$ cat src/design/rv_exec_settings.svh
`ifndef RV_EXEC_SETTINGS_SVH
`define RV_EXEC_SETTINGS_SVH

// architectural sizes
`define RV_NREGS        32
`define RV_RESET_PC     32'h0000_0000

// apb address map, 12-bit byte addresses
`define RV_A_INSTR      12'h000
`define RV_A_PC         12'h004
`define RV_A_CSR        12'h008
`define RV_A_ST_ADDR    12'h00C
`define RV_A_ST_DATA    12'h010
`define RV_A_ST_MASK    12'h014

// x0..x31 mapped word by word from here
`define RV_A_REG_BASE   12'h080

// csr funct3 codes accepted on SYSTEM
`define RV_F3_CSRRW     3'b001
`define RV_F3_CSRRS     3'b010

`endif

$ cat src/design/rv_exec_pkg.sv
`default_nettype none

package rv_exec_pkg;

	typedef logic [31:0] word_t;
	typedef logic [4:0]  reg_idx_t;

	typedef enum logic [6:0] {
		OPC_LUI    = 7'b0110111,
		OPC_AUIPC  = 7'b0010111,
		OPC_JAL    = 7'b1101111,
		OPC_JALR   = 7'b1100111,
		OPC_BRANCH = 7'b1100011,
		OPC_STORE  = 7'b0100011,
		OPC_OP_IMM = 7'b0010011,
		OPC_OP     = 7'b0110011,
		OPC_SYSTEM = 7'b1110011
	} opcode_t;

	typedef enum logic [2:0] {
		FMT_R, FMT_I, FMT_S, FMT_B, FMT_U, FMT_J
	} fmt_t;

	typedef enum logic [3:0] {
		ALU_ADD, ALU_SUB, ALU_AND, ALU_XOR, ALU_OR,
		ALU_SRL, ALU_SRA, ALU_SLL, ALU_LESS, ALU_ULESS
	} alu_op_t;

	typedef struct packed {
		word_t      addr;
		word_t      data; // rs2 as is, not lane shifted
		logic [3:0] mask;
	} store_rec_t;

	typedef struct packed {
		opcode_t    opcode;
		fmt_t       fmt;
		logic [2:0] funct3;
		logic       f7b5;   // instr[30]
		reg_idx_t   rd;
		reg_idx_t   rs1;
		reg_idx_t   rs2;
		word_t      imm;    // sign extended
		logic       illegal;
	} decoded_t;

	typedef struct packed {
		reg_idx_t   rd;
		logic       rd_we;
		word_t      result;
		word_t      next_pc;
		logic       st_en;
		store_rec_t st;
		logic       csr_we;
		word_t      csr_wdata;
	} exec_res_t;

endpackage

`default_nettype wire

$ cat src/design/key_mux.sv
`timescale 1ns/1ns
`default_nettype none

module key_mux #(
	parameter int  N      = 2,
	parameter int  KEY_W  = 1,
	parameter type data_t = logic
) (
	input  logic [KEY_W-1:0]        key,
	input  logic [N-1:0][KEY_W-1:0] keys,
	input  data_t [N-1:0]           values,
	input  data_t                   default_value,
	output data_t                   out
);

	// walk downwards so the lowest matching entry wins
	always_comb begin
		out = default_value;
		for (int i = N - 1; i >= 0; i--) begin
			if (keys[i] == key) begin
				out = values[i];
			end
		end
	end

endmodule

`default_nettype wire

$ cat src/design/instr_decode.sv
`timescale 1ns/1ns
`default_nettype none

`include "rv_exec_settings.svh"

module instr_decode (
	input  rv_exec_pkg::word_t    instr,
	output rv_exec_pkg::decoded_t dec
);

	rv_exec_pkg::word_t imm_i;
	rv_exec_pkg::word_t imm_s;
	rv_exec_pkg::word_t imm_b;
	rv_exec_pkg::word_t imm_u;
	rv_exec_pkg::word_t imm_j;

	assign imm_i = {{21{instr[31]}}, instr[30:20]};
	assign imm_s = {{21{instr[31]}}, instr[30:25], instr[11:7]};
	assign imm_b = {{20{instr[31]}}, instr[7], instr[30:25], instr[11:8], 1'b0};
	assign imm_u = {instr[31:12], 12'b0};
	assign imm_j = {{12{instr[31]}}, instr[19:12], instr[20], instr[30:21], 1'b0};

	always_comb begin
		dec.opcode  = rv_exec_pkg::opcode_t'(instr[6:0]);
		dec.funct3  = instr[14:12];
		dec.f7b5    = instr[30];
		dec.rd      = instr[11:7];
		dec.rs1     = instr[19:15];
		dec.rs2     = instr[24:20];
		dec.illegal = 1'b0;
		dec.fmt     = rv_exec_pkg::FMT_I;

		case (dec.opcode)
			rv_exec_pkg::OPC_OP: begin
				dec.fmt = rv_exec_pkg::FMT_R;
			end
			rv_exec_pkg::OPC_OP_IMM, rv_exec_pkg::OPC_JALR: begin
				dec.fmt = rv_exec_pkg::FMT_I;
			end
			rv_exec_pkg::OPC_SYSTEM: begin
				dec.fmt = rv_exec_pkg::FMT_I; // csr address sits in the i field
				dec.illegal = (dec.funct3 != `RV_F3_CSRRW) && (dec.funct3 != `RV_F3_CSRRS);
			end
			rv_exec_pkg::OPC_STORE: begin
				dec.fmt = rv_exec_pkg::FMT_S;
			end
			rv_exec_pkg::OPC_BRANCH: begin
				dec.fmt = rv_exec_pkg::FMT_B;
			end
			rv_exec_pkg::OPC_LUI, rv_exec_pkg::OPC_AUIPC: begin
				dec.fmt = rv_exec_pkg::FMT_U;
			end
			rv_exec_pkg::OPC_JAL: begin
				dec.fmt = rv_exec_pkg::FMT_J;
			end
			default: begin
				dec.illegal = 1'b1; // loads, fences and the rest
			end
		endcase

		case (dec.fmt)
			rv_exec_pkg::FMT_S: dec.imm = imm_s;
			rv_exec_pkg::FMT_B: dec.imm = imm_b;
			rv_exec_pkg::FMT_U: dec.imm = imm_u;
			rv_exec_pkg::FMT_J: dec.imm = imm_j;
			rv_exec_pkg::FMT_R: dec.imm = '0;
			default:            dec.imm = imm_i;
		endcase
	end

endmodule

`default_nettype wire

$ cat src/design/alu_execute.sv
`timescale 1ns/1ns
`default_nettype none

module alu_execute (
	input  rv_exec_pkg::decoded_t  dec,
	input  rv_exec_pkg::word_t     pc,
	input  rv_exec_pkg::word_t     rs1_val,
	input  rv_exec_pkg::word_t     rs2_val,
	input  rv_exec_pkg::word_t     csr_val,
	output rv_exec_pkg::exec_res_t res
);

	rv_exec_pkg::word_t   lop, rop, alu_val, csr_wdata, target;
	rv_exec_pkg::alu_op_t op_f3, op_as, op_sr, alu_op;
	rv_exec_pkg::word_t   a_diff, b_diff;
	logic                 a_borrow, a_less, b_borrow, b_less, b_ne;
	logic                 br_cond, is_jal, is_jalr, is_br, is_sys, is_st, take, wr_rd;
	logic [3:0]           st_mask;

	assign is_jal  = dec.opcode == rv_exec_pkg::OPC_JAL;
	assign is_jalr = dec.opcode == rv_exec_pkg::OPC_JALR;
	assign is_br   = dec.opcode == rv_exec_pkg::OPC_BRANCH;
	assign is_sys  = dec.opcode == rv_exec_pkg::OPC_SYSTEM;
	assign is_st   = dec.opcode == rv_exec_pkg::OPC_STORE;

	always_comb begin
		case (dec.opcode)
			rv_exec_pkg::OPC_LUI:   lop = '0;
			rv_exec_pkg::OPC_AUIPC,
			rv_exec_pkg::OPC_JAL,
			rv_exec_pkg::OPC_JALR:  lop = pc; // link = pc + 4
			default:                lop = rs1_val;
		endcase
	end

	key_mux #(.N(3), .KEY_W(7), .data_t(rv_exec_pkg::word_t)) rop_mux (
		.key(dec.opcode),
		.keys('{rv_exec_pkg::OPC_OP, rv_exec_pkg::OPC_JAL, rv_exec_pkg::OPC_JALR}),
		.values('{rs2_val, 32'd4, 32'd4}),
		.default_value(dec.imm),
		.out(rop)
	);

	assign op_as  = (dec.fmt == rv_exec_pkg::FMT_R && dec.f7b5) ? rv_exec_pkg::ALU_SUB
		: rv_exec_pkg::ALU_ADD;
	assign op_sr  = dec.f7b5 ? rv_exec_pkg::ALU_SRA : rv_exec_pkg::ALU_SRL;
	assign alu_op = (dec.fmt == rv_exec_pkg::FMT_I || dec.fmt == rv_exec_pkg::FMT_R) ? op_f3
		: rv_exec_pkg::ALU_ADD;

	key_mux #(.N(8), .KEY_W(3), .data_t(rv_exec_pkg::alu_op_t)) op_mux (
		.key(dec.funct3),
		.keys('{3'd7, 3'd6, 3'd5, 3'd4, 3'd3, 3'd2, 3'd1, 3'd0}),
		.values('{rv_exec_pkg::ALU_AND, rv_exec_pkg::ALU_OR, op_sr, rv_exec_pkg::ALU_XOR,
			rv_exec_pkg::ALU_ULESS, rv_exec_pkg::ALU_LESS, rv_exec_pkg::ALU_SLL, op_as}),
		.default_value(rv_exec_pkg::ALU_ADD),
		.out(op_f3)
	);

	assign {a_borrow, a_diff} = {1'b0, lop} - {1'b0, rop};
	assign a_less = (lop[31] ^ rop[31]) ? lop[31] : a_diff[31];

	key_mux #(.N(10), .KEY_W(4), .data_t(rv_exec_pkg::word_t)) val_mux (
		.key(alu_op),
		.keys('{rv_exec_pkg::ALU_ADD, rv_exec_pkg::ALU_SUB, rv_exec_pkg::ALU_AND,
			rv_exec_pkg::ALU_XOR, rv_exec_pkg::ALU_OR, rv_exec_pkg::ALU_SRL,
			rv_exec_pkg::ALU_SRA, rv_exec_pkg::ALU_SLL, rv_exec_pkg::ALU_LESS,
			rv_exec_pkg::ALU_ULESS}),
		.values('{lop + rop, a_diff, lop & rop, lop ^ rop, lop | rop, lop >> rop[4:0],
			rv_exec_pkg::word_t'($signed(lop) >>> rop[4:0]), lop << rop[4:0],
			{31'b0, a_less}, {31'b0, a_borrow}}),
		.default_value('0),
		.out(alu_val)
	);

	// branch compare, one subtractor
	assign {b_borrow, b_diff} = {1'b0, rs1_val} - {1'b0, rs2_val};
	assign b_less = (rs1_val[31] ^ rs2_val[31]) ? rs1_val[31] : b_diff[31];
	assign b_ne   = |b_diff;

	key_mux #(.N(6), .KEY_W(3), .data_t(logic)) br_mux (
		.key(dec.funct3),
		.keys('{3'b111, 3'b110, 3'b101, 3'b100, 3'b001, 3'b000}),
		.values('{~b_borrow, b_borrow, ~b_less, b_less, b_ne, ~b_ne}),
		.default_value(1'b0),
		.out(br_cond)
	);

	key_mux #(.N(3), .KEY_W(2), .data_t(logic [3:0])) mask_mux (
		.key(dec.funct3[1:0]),
		.keys('{2'b10, 2'b01, 2'b00}),
		.values('{4'hf, 4'h3, 4'h1}), // sw sh sb
		.default_value(4'h0),
		.out(st_mask)
	);

	key_mux #(.N(2), .KEY_W(3), .data_t(rv_exec_pkg::word_t)) csr_mux (
		.key(dec.funct3),
		.keys('{3'b010, 3'b001}),
		.values('{rs1_val | csr_val, rs1_val}),
		.default_value(csr_val),
		.out(csr_wdata)
	);

	assign take   = is_jal | is_jalr | (is_br & br_cond);
	assign target = is_jalr ? ((rs1_val + dec.imm) & ~32'h1) : pc + dec.imm;
	assign wr_rd  = !(is_br || is_st);

	always_comb begin
		res.rd        = dec.rd;
		res.rd_we     = wr_rd & ~dec.illegal;
		res.result    = is_sys ? csr_val : alu_val; // csr ops return the old value
		res.next_pc   = take ? target : pc + 32'd4;
		res.st_en     = is_st & ~dec.illegal;
		res.st.addr   = rs1_val + dec.imm;
		res.st.data   = rs2_val;
		res.st.mask   = st_mask;
		res.csr_we    = is_sys & ~dec.illegal;
		res.csr_wdata = csr_wdata;
	end

endmodule

`default_nettype wire

$ cat src/design/result_commit.sv
`timescale 1ns/1ns
`default_nettype none

`include "rv_exec_settings.svh"

module result_commit (
	input  logic                    clk,
	input  logic                    arst_n,
	input  logic                    commit,
	input  rv_exec_pkg::exec_res_t  res,
	input  logic                    pc_load,
	input  rv_exec_pkg::word_t      pc_wdata,
	input  rv_exec_pkg::reg_idx_t   rs1_idx,
	input  rv_exec_pkg::reg_idx_t   rs2_idx,
	input  rv_exec_pkg::reg_idx_t   rd_idx_rd,
	output rv_exec_pkg::word_t      rs1_val,
	output rv_exec_pkg::word_t      rs2_val,
	output rv_exec_pkg::word_t      rd_val,
	output rv_exec_pkg::word_t      pc,
	output rv_exec_pkg::word_t      csr,
	output rv_exec_pkg::store_rec_t store
);

	rv_exec_pkg::word_t regs [`RV_NREGS];

	// register file with x0 held at zero
	always_ff @(posedge clk or negedge arst_n) begin
		if (!arst_n) begin
			for (int i = 0; i < `RV_NREGS; i++) begin
				regs[i] <= '0;
			end
		end else if (commit && res.rd_we && res.rd != '0) begin
			regs[res.rd] <= res.result;
		end
	end

	always_ff @(posedge clk or negedge arst_n) begin
		if (!arst_n) begin
			pc    <= `RV_RESET_PC;
			csr   <= '0;
			store <= '0;
		end else begin
			if (pc_load) begin
				pc <= pc_wdata; // host write wins
			end else if (commit) begin
				pc <= res.next_pc;
			end
			if (commit && res.csr_we) begin
				csr <= res.csr_wdata;
			end
			if (commit && res.st_en) begin
				store <= res.st;
			end
		end
	end

	assign rs1_val = regs[rs1_idx];
	assign rs2_val = regs[rs2_idx];
	assign rd_val  = regs[rd_idx_rd];

endmodule

`default_nettype wire

$ cat src/design/rv_exec_top.sv
`timescale 1ns/1ns
`default_nettype none

`include "rv_exec_settings.svh"

module rv_exec_top (
	input  logic               clk,
	input  logic               arst_n,
	input  logic               psel,
	input  logic               penable,
	input  logic               pwrite,
	input  logic [11:0]        paddr,
	input  rv_exec_pkg::word_t pwdata,
	output rv_exec_pkg::word_t prdata,
	output logic               pready,
	output logic               pslverr
);

	rv_exec_pkg::word_t     instr_q, rs1_q, rs2_q, csr_q;
	rv_exec_pkg::word_t     rs1_val, rs2_val, rd_val, pc, csr;
	rv_exec_pkg::decoded_t  dec, dec_q;
	rv_exec_pkg::exec_res_t res, res_q;
	rv_exec_pkg::store_rec_t store;
	logic                   v_dec, v_exe, v_com;
	logic                   access, instr_wr, in_regs;
	logic [11:0]            reg_off;

	assign access   = psel & penable;
	assign instr_wr = pwrite && (paddr == `RV_A_INSTR);

	// one bit per stage, shifted along the access phase
	always_ff @(posedge clk or negedge arst_n) begin
		if (!arst_n) begin
			v_dec <= 1'b0;
			v_exe <= 1'b0;
			v_com <= 1'b0;
		end else begin
			v_dec <= psel & ~penable & instr_wr; // setup phase
			v_exe <= v_dec;
			v_com <= v_exe;
		end
	end

	always_ff @(posedge clk) begin
		if (psel && !penable && instr_wr) begin
			instr_q <= pwdata;
		end
		if (v_dec) begin
			dec_q <= dec;
			rs1_q <= rs1_val;
			rs2_q <= rs2_val;
			csr_q <= csr;
		end
		if (v_exe) begin
			res_q <= res;
		end
	end

	instr_decode decode_i (.instr(instr_q), .dec(dec));

	alu_execute execute_i (
		.dec(dec_q), .pc(pc), .rs1_val(rs1_q), .rs2_val(rs2_q), .csr_val(csr_q), .res(res)
	);

	assign reg_off = paddr - `RV_A_REG_BASE;
	assign in_regs = (paddr >= `RV_A_REG_BASE) && (reg_off < 12'(4 * `RV_NREGS));

	result_commit commit_i (
		.clk(clk), .arst_n(arst_n),
		.commit(v_com & ~dec_q.illegal),
		.res(res_q),
		.pc_load(access && pwrite && paddr == `RV_A_PC),
		.pc_wdata(pwdata),
		.rs1_idx(dec.rs1), .rs2_idx(dec.rs2), .rd_idx_rd(reg_off[6:2]),
		.rs1_val(rs1_val), .rs2_val(rs2_val), .rd_val(rd_val),
		.pc(pc), .csr(csr), .store(store)
	);

	assign pready  = access & (~instr_wr | v_com);
	assign pslverr = access & instr_wr & v_com & dec_q.illegal;

	always_comb begin
		case (paddr)
			`RV_A_PC:      prdata = pc;
			`RV_A_CSR:     prdata = csr;
			`RV_A_ST_ADDR: prdata = store.addr;
			`RV_A_ST_DATA: prdata = store.data;
			`RV_A_ST_MASK: prdata = {28'b0, store.mask};
			default:       prdata = in_regs ? rd_val : '0; // holes read zero
		endcase
	end

endmodule

`default_nettype wire

$ cat config.mk
export PLATFORM = sky130hd
export DESIGN_NAME = rv_exec_top
export DESIGN_NICKNAME = d
export VERILOG_FILES = /design/src/design/rv_exec_pkg.sv /design/src/design/key_mux.sv /design/src/design/instr_decode.sv /design/src/design/alu_execute.sv /design/src/design/result_commit.sv /design/src/design/rv_exec_top.sv
export VERILOG_INCLUDE_DIRS = /design/src /design/src/design
export SDC_FILE = /design/constraint.sdc
export NUM_CORES = 2
export LEC_CHECK = 0
export BUFFER_PORTS_ARGS = -buffer_cell sky130_fd_sc_hd__buf_2
export CORE_AREA = 2 2 491 493
export CTS_BUF_LIST = sky130_fd_sc_hd__clkbuf_2
export DETAILED_ROUTE_END_ITERATION = 8
export DIE_AREA = 0 0 493 495
export PLACE_DENSITY = 0.58
export SYNTH_ARGS = -nofsm -noshare
export SYNTH_HDL_FRONTEND = slang
export SYNTH_SLANG_ARGS = --single-unit
export TNS_END_PERCENT = 100
$ cat constraint.sdc
create_clock -name clk -period 6.6 [get_ports clk]
set_input_delay 1.32 -clock clk [delete_from_list [all_inputs] [get_ports clk]]
set_output_delay 1.32 -clock clk [all_outputs]
set_load 0.01 [all_outputs]
==> results.toml <==
[clock_tree]
clkSinkCount = 1509
cts_setup_buffers = 0
clk_pin_slew_ps = 110
cts_tree = "built"
cts_root_buf = "clkbuf_2"
cts_htree_levels = 5
cts_max_path_buffers = 4
clk_latency_ps = 1980
cts_inserted_buffers = 403

[detailed_routing]
drcViolationCount = 8
viasPerCell = 6.470
wire_per_inst_um = 33.31
antenna_left = 0
drtIter0Drc = 7533
wl_um = 353900
vias = 68740
first_pass_iters = 9

[yosys]
netlist_instances = 7042
ys_ff_latch = 1509
synth_commonest_cells = "1,200 x mux2_2, 1,158 x dfrtp_1, 960 x mux4_2"
synth_seq_area_share = 0.4162
synth_top_area_frac = 0.3052
syn_avg_cell_area_um2 = 13.48
yosys_warnings = 0
syn_area_um2 = 94950
synth_top_cell_by_area = "dfrtp_1"
ys.flop_type = "dfrtp_1"
async_flop_share = 0.7674
synth_nets = 7299
synth_edf_count = 351
synth_most_common_cell = "mux2_2"
synth_area_leaders = "dfrtp_1 31%, mux4_2 23%, mux2_2 14%"
ys_types = 88

[timing]
slew_violations = 0
setup_violations = 0
clock.fmax_ghz = 0.1589
fin_crit_ps = 6293
tightest_slew_ps = 1392
relSlewSlack = 0.07223
finClkSkew_ps = 198.1
timing.final.crit_share = 0.9535
hold_viol_final = 0

[worst_hold_path]
hp-class = "in2reg"
hold_path.startpoint = "pwdata[0]"
hold_path_depth = 4
holdPathEnd = "commit_i.pc[0]"

[placement]
gp_congestion = 1.003
dp.cells = 9877
portBuffers = 82
hpwl_um = 225800

[worst_setup_path]
worstPathArrival_ps = 7960
r2r_start = "dec_q[60]"
path_max_fanout = 28
crit_path_end_kind = "register"
r2r_setup_slack_ps = 310
ff2ff_path_depth = 25
r2r_end = "res_q[165]"
startpoint_type = "register"
crit_type = "reg2reg"
critPathRequiredTime_ps = 8260

[power_and_ir_drop]
power_uw = 16710
combinationalPowerShare = 0.033
internal_power_uw = 12170
p_sw_uw = 4547
netSwitchingFraction = 0.2720
leakagePower_uw = 0.04556
power_per_cell_area_nw_per_um2 = 161.6
p_seq_frac = 0.569
irDropWorstVdd_mv = 0.1877
power.share.clock = 0.398

[final_layout]
drive_gt1_frac = 0.4311
fin_cells = 10620
num-nets-final = 7405
synthToLayoutAreaGrowth_pct = 8.905

[grt]
grt.total_usage = 0.2874
grt_max_degree = 176
grt_pass1_wl_um = 507400
grt.overflow.total = 0
grt_pass1_vias = 69270
antenna_found_initial = 29

[die]
rows = 180
start_util = 0.3970
die_y_um = 495
core_area_um2 = 239200
die-width_um = 493
num_io_pins = 83
die-area_um2 = 244000

[run]
max-cap-violations = 0

[outcome]
violations = "DRC"
outcome = "finished, violations left"
## registers in the layout (all words and copies together), names as in the netlist
name and cells:
rs2_q 32, dec_q 52, v_dec 1, commit_i.pc 32
v_com 1, res_q 171, rs1_q 32, instr_q 32
csr_q 32, commit_i.store 67, commit_i.csr 32, v_exe 1
commit_i.regs 1024
## placed cells by master (no fill, tap or decap), types with 47 or more instances in the layout
cell | synthesis | routed
mux2_2 | 1200 | 1200
dfrtp_1 | 1158 | 1156
mux4_2 | 960 | 960
clkbuf_2 | 0 | 578
edfxtp_1 | 351 | 351
a21oi_1 | 328 | 328
nand2_1 | 323 | 302
nor2_1 | 288 | 273
ha_1 | 202 | 202
buf_4 | 2 | 196
mux2i_1 | 191 | 191
o21ai_0 | 186 | 183
inv_1 | 159 | 158
clkinv_1 | 2 | 83
buf_2 | 11 | 76
a22o_1 | 72 | 72
a21o_1 | 64 | 64
xnor2_1 | 62 | 62
nand3_1 | 61 | 61
nor3_1 | 53 | 52
a211oi_1 | 51 | 51
dlygate4sd3_1 | 0 | 51
xor2_1 | 47 | 47
## stage by stage
step / setup TNS [ps] / util / worst slack (ps) / cell area (um^2) / hold slack (ps)
after floorplan: 0 / - / 776.0 / 94950 / 400.3
after global placement: 0 / 0.4156 / 263.5 / 99410 / 392.2
after detailed placement: 0 / 0.4156 / 344.9 / 99410 / 402.4
after CTS: 0 / 0.4321 / 278.2 / 103300 / 13.00
after global routing: -46.51 / 0.4323 / -46.51 / 103400 / 137.4
final: 0 / 0.4323 / 306.7 / 103400 / 211.6
## power by group through the flow
stage,Sequential (uW),Clock (uW),Combinational (uW)
floorplan,9700,0,213
global placement,9700,0,534
detailed placement,9700,0,537
CTS,9510,6800,564
global route,9510,7290,598
finish,9510,6650,555
## worst max-delay path: stages (launching register included)
cell	delay [ps]
edfxtp_1	380
and3_1	250
nand4b_1	260
and2_1	290
buf_6	210
a22oi_1	250
buf_4	200
inv_1	80
ha_1	370
a21o_1	230
a21oi_1	250
o21a_1	150
nor2_1	60
a2111oi_1	440
buf_4	230
o41ai_2	100
buf_4	170
a21o_1	170
a21oi_1	230
a21oi_1	160
a21oi_1	190
o21bai_1	110
fa_1	480
a2111oi_1	370
o21ai_0	180
a21o_1	210
## what timing repair did
item,CTS,global route
hold buffers,51,0
setup endpoints to repair,0,19
hold endpoints to repair,279,0
resized for setup,0,8
## cell families (layout without fill, tap and decap cells)
| kind of cell | after synthesis | after routing | synth area share |
|---|---|---|---|
| and+or+nand+nor | 982 | 982 | 0.04828 |
| AOI/OAI and AO/OA | 1055 | 1055 | 0.07393 |
| other | 0 | 10 | 0 |
| muxes | 2354 | 2354 | 0.3906 |
| adders and majority gates | 208 | 208 | 0.02788 |
| DFF | 1509 | 1509 | 0.4162 |
| buffers and inverters | 825 | 1212 | 0.03300 |
| xor gates and xnor gates | 109 | 109 | 0.01005 |
## routing by layer
layer | GRT usage | up-vias | wire length (um)
met3 | 0.06180 | 860 | 30310
met2 | 0.4536 | 3583 | 165200
met4 | 0.1458 | 24 | 19390
met5 | 0 | - | 161
met1 | 0.3743 | 36310 | 138800
li1 | - | 27970 | -
## cell type report
cell class                      instances  area [um^2]
Multi-Input combinational cell       4708        52670
Tap cell                             3185         3985
Clock buffer                          578         2893
Inverter                              161        604.3
Antenna cell                           10        25.02
Sequential cell                      1509        39530
Fill cell                           22190       135800
Clock inverter                        108        539.3
Timing Repair Buffer                  365         3162
## worst max path at each step
stage | startpoint | end | slack, ps | cells past startpoint
6_report | dec_q[60] | res_q[165] | 310 | 25
5_1_grt | dec_q[60] | res_q[165] | -50 | 25
4_1_cts | rs1_q[4] | res_q[130] | 280 | 22
3_5_place_dp | rs1_q[4] | res_q[102] | 340 | 22
3_3_place_gp | rs1_q[4] | res_q[102] | 260 | 22
2_1_floorplan | dec_q[60] | res_q[165] | 780 | 24
Note: power is estimated with default switching activity, not from simulation.
